**config.mk**
```make
export PLATFORM = sky130hd
export DESIGN_NAME = memory_control_flat
export DESIGN_NICKNAME = d
export VERILOG_FILES = /design/src/cpu_types_pkg.sv /design/src/caches_if.sv /design/src/memory_control.sv /design/src/flat_wrapper.sv
export SDC_FILE = /design/constraint.sdc
export NUM_CORES = 1
export LEC_CHECK = 0
export ABC_CLOCK_PERIOD_IN_PS = 3800
export BUFFER_PORTS_ARGS = -buffer_cell sky130_fd_sc_hd__buf_2
export CAP_MARGIN = 0
export CORE_MARGIN = 2
export CORE_UTILIZATION = 37
export CTS_CLUSTER_SIZE = 24
export DETAILED_ROUTE_END_ITERATION = 8
export GPL_ROUTABILITY_DRIVEN = 0
export GPL_TIMING_DRIVEN = 0
export PLACE_DENSITY = 0.77
export RECOVER_POWER = 25
export SLEW_MARGIN = 0
export SYNTH_ARGS = -nofsm -noshare
export SYNTH_HDL_FRONTEND = slang
export SYNTH_SLANG_ARGS = --single-unit
```
**constraint.sdc**
```tcl
create_clock -name CLK -period 3.8 [get_ports CLK]
set_clock_uncertainty 0.15 [all_clocks]
set_input_delay 1.14 -clock CLK [delete_from_list [all_inputs] [get_ports CLK]]
set_output_delay 1.14 -clock CLK [all_outputs]
set_load 0.1 [all_outputs]
```
**src/cpu_types_pkg.sv**
```systemverilog
`default_nettype none

package cpu_types_pkg;

    // Data path width.
    parameter int WORD_W = 32;

    // Data words and byte addresses share this type.
    typedef logic [WORD_W-1:0] word_t;

endpackage

`default_nettype wire

```
**src/caches_if.sv**
```systemverilog
`timescale 1ns/10ps
`default_nettype none

interface caches_if;
    import cpu_types_pkg::*;

    // Cache side request, held while dwait is high.
    logic  dren;
    logic  dwen;
    word_t daddr;
    word_t dstore;

    // Memory side answer.
    word_t dload;
    logic  dwait;

    modport dcache (
        output dren,
        output dwen,
        output daddr,
        output dstore,
        input  dload,
        input  dwait
    );

    modport memctl (
        input  dren,
        input  dwen,
        input  daddr,
        input  dstore,
        output dload,
        output dwait
    );

endinterface

`default_nettype wire

```
**src/memory_control.sv**
```systemverilog
`timescale 1ns/10ps
`default_nettype none

module memory_control (
    input  logic                 CLK,
    input  logic                 n_rst,
    caches_if.memctl             cif,
    output logic                 ram_ren,
    output logic                 ram_wen,
    output cpu_types_pkg::word_t ram_addr,
    output cpu_types_pkg::word_t ram_store,
    input  cpu_types_pkg::word_t ram_load,
    input  logic                 ram_ready
);
    import cpu_types_pkg::*;

    typedef enum logic [1:0] {
        MC_IDLE,
        MC_BUSY,
        MC_DONE
    } mc_state_t;

    mc_state_t state;
    word_t     load_q;

    always_ff @(posedge CLK, negedge n_rst) begin
        if (!n_rst) begin
            state   <= MC_IDLE;
            ram_ren <= 1'b0;
            ram_wen <= 1'b0;
        end else begin
            case (state)
                MC_IDLE: begin
                    if (cif.dren || cif.dwen) begin
                        state   <= MC_BUSY;
                        ram_ren <= cif.dren;
                        ram_wen <= cif.dwen;
                    end
                end
                MC_BUSY: begin
                    // Drop the request so the RAM sees it once.
                    if (ram_ready) begin
                        state   <= MC_DONE;
                        ram_ren <= 1'b0;
                        ram_wen <= 1'b0;
                    end
                end
                MC_DONE: begin
                    state <= MC_IDLE;
                end
                default: begin
                    state <= MC_IDLE;
                end
            endcase
        end
    end

    // Address and store word follow the cache until the request starts.
    always_ff @(posedge CLK) begin
        if (state == MC_IDLE) begin
            ram_addr  <= cif.daddr;
            ram_store <= cif.dstore;
        end
        if ((state == MC_BUSY) && ram_ready) begin
            load_q <= ram_load;
        end
    end

    // One cycle of dwait low per transfer.
    assign cif.dwait = (state != MC_DONE);
    assign cif.dload = load_q;

endmodule

`default_nettype wire

```
**src/flat_wrapper.sv**
```systemverilog
// flat-port wrapper written by rule: the top's interface ports become plain ports
module memory_control_flat import cpu_types_pkg::*;
  (CLK, n_rst, ram_ren, ram_wen, ram_addr, ram_store, ram_load, ram_ready, cif_dren, cif_dwen, cif_daddr, cif_dstore, cif_dload, cif_dwait);
  caches_if cif_i ();
  input  logic CLK;
  input  logic n_rst;
  output logic ram_ren;
  output logic ram_wen;
  output cpu_types_pkg::word_t ram_addr;
  output cpu_types_pkg::word_t ram_store;
  input  cpu_types_pkg::word_t ram_load;
  input  logic ram_ready;
  input wire logic [$bits(cif_i.dren)-1:0] cif_dren;
  input wire logic [$bits(cif_i.dwen)-1:0] cif_dwen;
  input wire logic [$bits(cif_i.daddr)-1:0] cif_daddr;
  input wire logic [$bits(cif_i.dstore)-1:0] cif_dstore;
  output wire logic [$bits(cif_i.dload)-1:0] cif_dload;
  output wire logic [$bits(cif_i.dwait)-1:0] cif_dwait;
  assign cif_i.dren = cif_dren;
  assign cif_i.dwen = cif_dwen;
  assign cif_i.daddr = cif_daddr;
  assign cif_i.dstore = cif_dstore;
  assign cif_dload = cif_i.dload;
  assign cif_dwait = cif_i.dwait;
  memory_control u_core (.CLK(CLK), .n_rst(n_rst), .cif(cif_i), .ram_ren(ram_ren), .ram_wen(ram_wen), .ram_addr(ram_addr), .ram_store(ram_store), .ram_load(ram_load), .ram_ready(ram_ready));
endmodule
```
======== Word level (Yosys, flattened, before mapping) ========
Index checks and enable logic that the tools add are counted.
word-level totals
  bits in registers ....................... 100
  input bits .............................. 101
operators by class
  equality and inequality tests ........... 4
  mux-type cells .......................... 8
  reduce and logical (&&, ||, !) cells .... 6
operators with widths
  cell                                                                   number
  2-bit 2-to-1 mux                                                       2
  2-bit != test, second input constant                                   2
  1-bit case mux with 2 select lines                                     2
  2-bit case mux with 2 select lines                                     1
  1-bit 2-to-1 mux                                                       3
  3-bit AND reduction                                                    1
  2-bit by 1-bit equality test with 1-bit output, second input constant  1
  2-bit zero test                                                        1
  2-bit by 1-bit != test with 1-bit output, second input constant        1
  2-bit AND reduction                                                    1
  2-bit nonzero test                                                     1
  1-bit logical AND                                                      1
  1-bit logical OR                                                       1

======== Logic depth before layout (Yosys ltp) ========
Gate-level depths: netlist (run 1).
  depth in word-level cells ............... 3
  depth in mapped cells ................... 3
  depth with buffers taken out ............ 3

======== Least setup slack after synthesis (run 1) ========
No wires, ideal clock.
  path type ............................... register -> register
  start ................................... reg u_core.state[1]
  end ..................................... reg u_core.ram_addr[0] (enable)
  library setup time ...................... 486 ps
  arrival ................................. 3,126 ps
  setup slack ............................. 37 ps
  stages on the path, launching flop included .. 2
  buffers on the path ..................... 0
  cell sequence ........................... dfrtp_1 > nor2_1
between the ends
  longest elaborated chain between the ends .. 1
ends and longest elaborated chain
  what                    line                  source
  from (decl)             memory_control.sv:23  mc_state_t state;
  from (signal assigned)  memory_control.sv:28  state <= MC_IDLE;
  from (signal assigned)  memory_control.sv:35  state <= MC_BUSY;
  from (signal assigned)  memory_control.sv:43  state <= MC_DONE;
  2-bit zero test         memory_control.sv:60  if (state == MC_IDLE) begin
  to (signal assigned)    memory_control.sv:61  ram_addr <= cif.daddr;
  to (decl)               memory_control.sv:10  output cpu_types_pkg::word_t ram_addr,
No other way between the ends.
A chain may end at the register's enable or synchronous reset.

======== Worst setup path after layout (run 1) ========
  start ................................... reg u_core.state[0]
  end ..................................... out cif_dwait
between the ends
  longest elaborated chain between the ends .. 1
ends and longest elaborated chain
  what           line                  source
  2-bit != test  memory_control.sv:70  assign cif.dwait = (state != MC_DONE);
  to (decl)      flat_wrapper.sv:18    output wire logic [$bits(cif_i.dwait)-1:0] cif_dwait;
No other way between the ends.

==> results list, run 1 <==
* N_diodes: 0
- Cell row count: 33
* Vias: 1943
- For this design, the sink count on the clock tree is 100.
- Status: complete, no violations
- Part of the power in the clock network: 16.5%
* Number of max-slew violations in the final report: 0
- Portion of the post-synthesis area used by sequential elements: 96.9%
- Starting DRT DRC Count: 90
- Final antenna-violating net count: 0
* RSZ-0062 raised after global routing: no
* Reg-to-reg slack, setup: 1780 ps
- Area of the die: 9060 um2
* Share of the core filled with cells in the final layout: 54.5%
* Area occupied by registers: 2980 um2
- Num CTS Buffers: 9
- The largest individual stage delay along the critical path comes from the cell sky130_fd_sc_hd__dfrtp_1.
* Floorplan die width: 95.2 um
* Final cell count without fillers: 436
- The count of buffers added on input and output ports is 199.
- CTS clock-pin slew for the worst setup and hold paths: 100 ps
- After clock tree synthesis, the flow added hold-fix buffers numbering 0.
- Yosys attributes the largest share of cell area to sky130_fd_sc_hd__edfxtp_1, sky130_fd_sc_hd__dfrtp_1, sky130_fd_sc_hd__a2bb2oi_2, sky130_fd_sc_hd__o22ai_1, sky130_fd_sc_hd__inv_1.
- In this run the clock root is driven by a sky130_fd_sc_hd__clkbuf_8.
* Cell-internal power: 0.00191 W
- The number of antenna violations at the first check in global routing is 0.
- Pin placement for this block handled 200 I/O pins.
- Syn Nets: 216
* Critical register-to-register path startpoint: u_core.state[1]
- After the last flow step, the layout net total stands at 427.
- Post-CTS Setup Repair Bufs: 0
- The die is 95.2 um tall.
* Wire length on met2: 3830 um
* Family of cells with the greatest summed delay on the critical path: flip-flops
* TritonCTS clock tree: done
* Aggregate global-route resource usage: 15.8%
* First-pass GRT wire length: 10100 um
* Placed wire-length estimate: 5920 um
- In this run switching power makes up 50.9% of total power.
- Following the worst setup path forward leads to its endpoint at cif_dwait.
- Worst IR drop on VDD: 0.336 mV
- Sw Pwr: 0.00198 W
- The largest single stage delay on the critical path is 500 ps.
* Placeable Area: 8130 um2
- Number of cells on the critical path: 2
- The layout has 682 filler cells.
- In the final layout, the multi-input gates occupy 93.8 um2.
- After synthesis, the netlist uses 11 different library cells.
* Leakage power summed over all cells: 1.89 nW
- The number of buffers and inverters on the critical path is 1.
- The worst setup path is captured at an output pin.
- Detailed-route DRC error count: 0
* Cell area after synthesis: 3080 um2
- The critical path goes through nand2b_1 -> buf_2.
- The number of gates resized after CTS was 0.
- Timing would allow up to 0.370 GHz.
- Maximum number of pins on one net before global-route repair: 34
- TritonRoute pass-1 iters: 4
- Using the TritonRoute via totals, the vias-per-cell ratio works out to 4.46.
- Class of the most critical hold timing path: reg -> reg
- The worst setup path is launched from a register.
- P&R area growth vs syn: 44.0%
- Maximum level of the CTS H-tree: 3
* Gate count after technology mapping: 115
* Max-cap violations: 0
- Power share of the sequential group: 39.2%
- In the final routed layout, each cell accounts on average for 17.4 um.
- Top cell type's share of synthesized area: 93.7%
- Number of placed instances with taps included: 420
- Average instance area after synthesis: 26.8 um2
- The number of hold-slack violations in the final timing report was 0.
- In the final layout, the share of cells above drive strength 1 is 66.2%.
- Post-route clock period utilization: 71.0%
- Data on the critical path arrives at its endpoint at 1410 ps.
- Met3 Routed Length: 914 um
* Slew headroom: 39.5%
* Uppermost metal layer occupied by signal nets: met4
- Dividing total power by cell area gives a power density of 878 nW/um2.
* Gate power share: 44.2%
* Routed length on met1: 2720 um
- Crit path required time: 2510 ps
- Of all nets on the critical path, the largest fanout is 7.
- Category of the most critical setup path: reg -> out
* Gr ovfl total: 0
- Launch point of the worst path: u_core.state[0]
- Counting along the longest clock path gives a buffer depth of 2.
* Capture instance of the worst register-to-register path: u_core.ram_addr[17]
- Tightest Pin Transition: 906 ps
- Clock insertion delay at the later pin of the skew report: 350 ps
* Number of storage elements in the synthesis netlist: 100
* Vias in the first global route: 1930
- Synth warnings: 0
- The final layout contains routed wiring with a total length of 7590 um.
* Setup violators final: 0
- Starting utilization of the core area: 37.8%
- Overall power consumption: 0.00389 W
- FF-to-FF path depth: 2
- Post-synth top area cell: sky130_fd_sc_hd__edfxtp_1
- Min Tclk post-route: 2700 ps
how the worst min path moves through the flow:
stage               startpoint               to  slack (ps)  depth (start not counted)
2_1_floorplan  u_core.state[1]  u_core.state[1]         350                          1
3_3_place_gp   u_core.state[1]  u_core.state[1]         370                          1
3_5_place_dp    u_core.ram_ren   u_core.ram_ren         390                          2
4_1_cts                  n_rst  u_core.state[1]         400                          1
5_1_grt                  n_rst  u_core.state[1]         440                          1
6_report        u_core.ram_ren   u_core.ram_ren         420                          2
cell families after synthesis:
logic type,Yosys count,synth area share (%)
buffers and inverters,4,0.488
DFF,100,96.9
AOI/OAI and AO/OA,6,1.87
and+or+nand+nor,5,0.691
placed cells by master, fill, tap and decap left out, drive strengths merged:
master | netlist | final
buf | 0 | 199
edfxtp | 96 | 96
clkbuf | 0 | 10
inv | 4 | 7
dfrtp | 4 | 4
clkinv | 0 | 4
nor2 | 3 | 3
a2bb2oi | 2 | 2
o22ai | 2 | 2
nand2 | 1 | 1
nand2b | 1 | 1
o311a | 1 | 1
a21oi | 1 | 1
cell type report:
cell class              instances  share of cell area, %
flip-flops and latches        100                   67.3
repair buffers                200                   22.9
well taps                     105                   2.97
clock buffers                   9                   2.80
multi-input cells              11                   2.12
clock inverters                 7                   1.55
inverters                       4                  0.339
power groups by stage:
stage	logic, W	clock network, W	registers [W]
after floorplan	0.000127	0	0.00288
after global placement	0.00169	0	0.00157
after detailed placement	0.00173	0	0.00156
after CTS	0.00173	0.000663	0.00153
after global routing	0.00176	0.000702	0.00155
final	0.00172	0.000642	0.00153
synthesized netlist by cell type (all sizes together):
cell / number
a2bb2oi: 2
nand2: 1
o311a: 1
inv: 4
o22ai: 2
a21oi: 1
edfxtp: 96
dfrtp: 4
nand2b: 1
nor2: 3
worst register-to-register path: cells and delay by family (launching register included):
kind / cells / cell delay, ps
flip-flops: 1 / 500
AND/OR/NAND/NOR: 1 / 750
buffers and inverters: 1 / 300
routing by layer:
metal	track usage (%)	vias to the layer above
met4	7.61	0
met1	17.5	927
met3	6.25	10
met2	26.4	129
li1	-	877
met5	0	-
per-stage QoR:
stage                     instance area (um2)  setup TNS (ps)  worst slack (ps)  hold slack (ps)
after global routing                     4430               0              1050              440
after CTS                                4430               0              1080              398
after global placement                   4200          -53660              -841              369
after floorplan                          3080               0              37.3              350
after detailed placement                 4240               0              1190              392
final                                    4430               0              1100              417
state kept, by name, indices dropped and copies added, names as in the netlist:
signal and count:
u_core.ram_addr 32, u_core.ram_store 32, u_core.ram_wen 1, u_core.cif.dload 32
u_core.ram_ren 1, u_core.state 2
Power figures use the tool's default switching activity.
==> inputs of run 2 (changes only) <==
- ABC_CLOCK_PERIOD_IN_PS: 3800 -> 2650
- CORE_UTILIZATION: 37 -> 41
- PLACE_DENSITY: 0.77 -> 0.81
- clock period: 3.8 -> 2.65 ns (I/O delays scaled with it)
==> run 2 against run 1 <==
  * Flip-flop and latch count is the same
  * First-iteration DRC count shrank 13%
  * Via count shrank 0.72%
  * Critical path type unchanged
  * Highest routed layer unchanged
==> results list, run 2 (synthesized netlist as in run 1, its figures left out) <==
- Maximum number of pins on one net before global-route repair: 37
* Status: complete, no violations
* Post-route clock period utilization: 88.4%
- Of the total power, the share spent switching nets is 48.7%.
* Antenna violations before repair: 0
- CTS clock-pin slew for the worst setup and hold paths: 90 ps
- Power share of the sequential group: 38.7%
- Launching element type of the critical path: register
* Leakage power summed over all cells: 1.90 nW
* Category of the most critical setup path: reg -> out
- TritonCTS built the clock tree.
- After routing the design area is 4440 um2.
* Area occupied by registers: 2980 um2
- Post-CTS Setup Repair Bufs: 0
* Tightest Pin Transition: 984 ps
* Maximum fanout along the worst path: 7
- For this run, the detailed router's first-pass iteration total came to 4.
* Placed wire-length estimate: 5390 um
- CTS placed an instance of sky130_fd_sc_hd__clkbuf_8 at the clock tree root.
- Static timing analysis puts the maximum clock frequency at 0.427 GHz.
- Share of the core filled with cells in the final layout: 61.2%
* Hold-fix buffers, CTS: 0
- The worst pin sits at a relative slew slack of 34.3%.
- The number of hold-slack violations in the final timing report was 0.
- The worst setup path is captured at an output pin.
- Detailed-route DRC error count: 0
- Routed wire length: 6880 um
* Class of the most critical hold timing path: in -> async
- Vias per std cell: 4.50
* Maximum level of the CTS H-tree: 3
- VDD sags by at most 0.593 mV.
* Clk sink count: 100
- The detail route stage leaves a number of antenna-violating nets equal to 0.
* Area of the die: 8210 um2
- Placeable Area: 7250 um2
- Floorplan die width: 90.6 um
- Setup total negative slack: 0 ps
* Max-cap violations: 0
- After the first detailed-routing iteration, the DRC count stood at 78.
- Fill cells in the final layout number 559.
- The net count of the finished layout is 427.
- Pin placement for this block handled 200 I/O pins.
- Number of max-slew violations in the final report: 0
- Clock insertion delay at the later pin of the skew report: 340 ps
* Cell row count: 31
- The total overflow left after global routing is 0.
- Leaving out fill and tap cells, the most frequent cell in the layout is sky130_fd_sc_hd__buf_2.
- Arrival @ worst endpoint: 1400 ps
- FF-to-FF path depth: 2
* N_diodes: 0
- Power density over cell area: 1270 nW/um2
- Internal power comes to 0.00290 W.
- Gate power share: 43.4%
- RSZ-0062 raised after global routing: no
- After clock tree synthesis, the repair step resized 0 gates.
- The number of global-route vias before repair was 2010.
- The first global-routing pass estimated 10300 um of wire.
* Number of buffers inserted by port buffering: 199
- Sw Pwr: 0.00275 W
* Min Tclk post-route: 2340 ps
- Starting utilization of the core area: 42.4%
- Fraction of final layout cells sized beyond drive strength 1: 66.1%
* Wire per inst: 16.0 um
* Setup violators final: 0
- The top cell types in the final layout, fill and taps aside, are sky130_fd_sc_hd__buf_2, sky130_fd_sc_hd__edfxtp_1, sky130_fd_sc_hd__clkbuf_8, sky130_fd_sc_hd__dfrtp_1, sky130_fd_sc_hd__inv_1.
* P&R area growth vs syn: 44.3%
* Cell area after placement: 4230 um2
* Part of the power in the clock network: 17.9%
* Aggregate global-route resource usage: 16.7%
- The multi-input combinational cells in the finished layout cover a total of 93.8 um2.
- Num CTS Buffers: 9
* Height of the die: 90.6 um
- The longest clock path from root to sink contains 2 buffers.
- Detailed routing inserted a total of 1929 vias.
* Crit path required time: 1710 ps
-- run 2: changes by cell type in the layout (fill, tap and decap cells not counted), sizes merged --
cell | previous run | this run
inv | 7 | 6
clkinv | 4 | 2
bufinv | 0 | 2
-- run 2: critical path, stage by stage (launching register included) --
cell                       delay (ps)
sky130_fd_sc_hd__dfrtp_1          490
sky130_fd_sc_hd__nand2b_1         140
sky130_fd_sc_hd__buf_2            420
-- run 2: area by class of cell --
cell class | count | share of cell area (%)
clock inverter | 6 | 1.94
tap | 99 | 2.79
sequential | 100 | 67.2
inverter | 4 | 0.338
timing repair buffer | 200 | 22.9
clock buffer | 9 | 2.79
multi-input combinational | 11 | 2.11
-- run 2: final timing paths --
path                                 startpoint                    to  slack [ps]
worst min-delay path                      n_rst       u_core.state[1]         120
min in group CLK                 u_core.ram_ren        u_core.ram_ren         420
max in group asynchronous                 n_rst        u_core.ram_ren        2040
worst max register to register  u_core.state[1]  u_core.ram_store[25]         610
worst min register to register   u_core.ram_ren        u_core.ram_ren         420
worst max-delay path            u_core.state[0]             cif_dwait         310
-- run 2: per-layer routing --
layer  vias to the layer above  GRT usage, %  part of all wire [%]
met3                        11          7.18                    13
met2                       146          28.0                    49
met1                       894          19.1                    37
met5                         -             0                     0
met4                         0          6.28                   1.5
li1                        878             -                     -
-- run 2: power groups by stage --
stage          registers, W  logic, W  clock network (W)
6_report            0.00219   0.00246            0.00101
5_1_grt             0.00221   0.00252            0.00110
4_1_cts             0.00219   0.00247            0.00104
3_5_place_dp        0.00223   0.00247                  0
3_3_place_gp        0.00222   0.00243                  0
2_1_floorplan       0.00412  0.000187                  0
-- run 2: through the flow --
step / total power [W] / instances / hold slack, ps / worst slack [ps]
2_1_floorplan: 0.00431 / 115 / 349 / 368
3_3_place_gp: 0.00464 / 413 / 380 / 44.6
6_report: 0.00565 / 429 / 120 / 308
5_1_grt: 0.00583 / 429 / 101 / 220
3_5_place_dp: 0.00469 / 414 / 404 / -24.1
4_1_cts: 0.00570 / 429 / 63.9 / 281
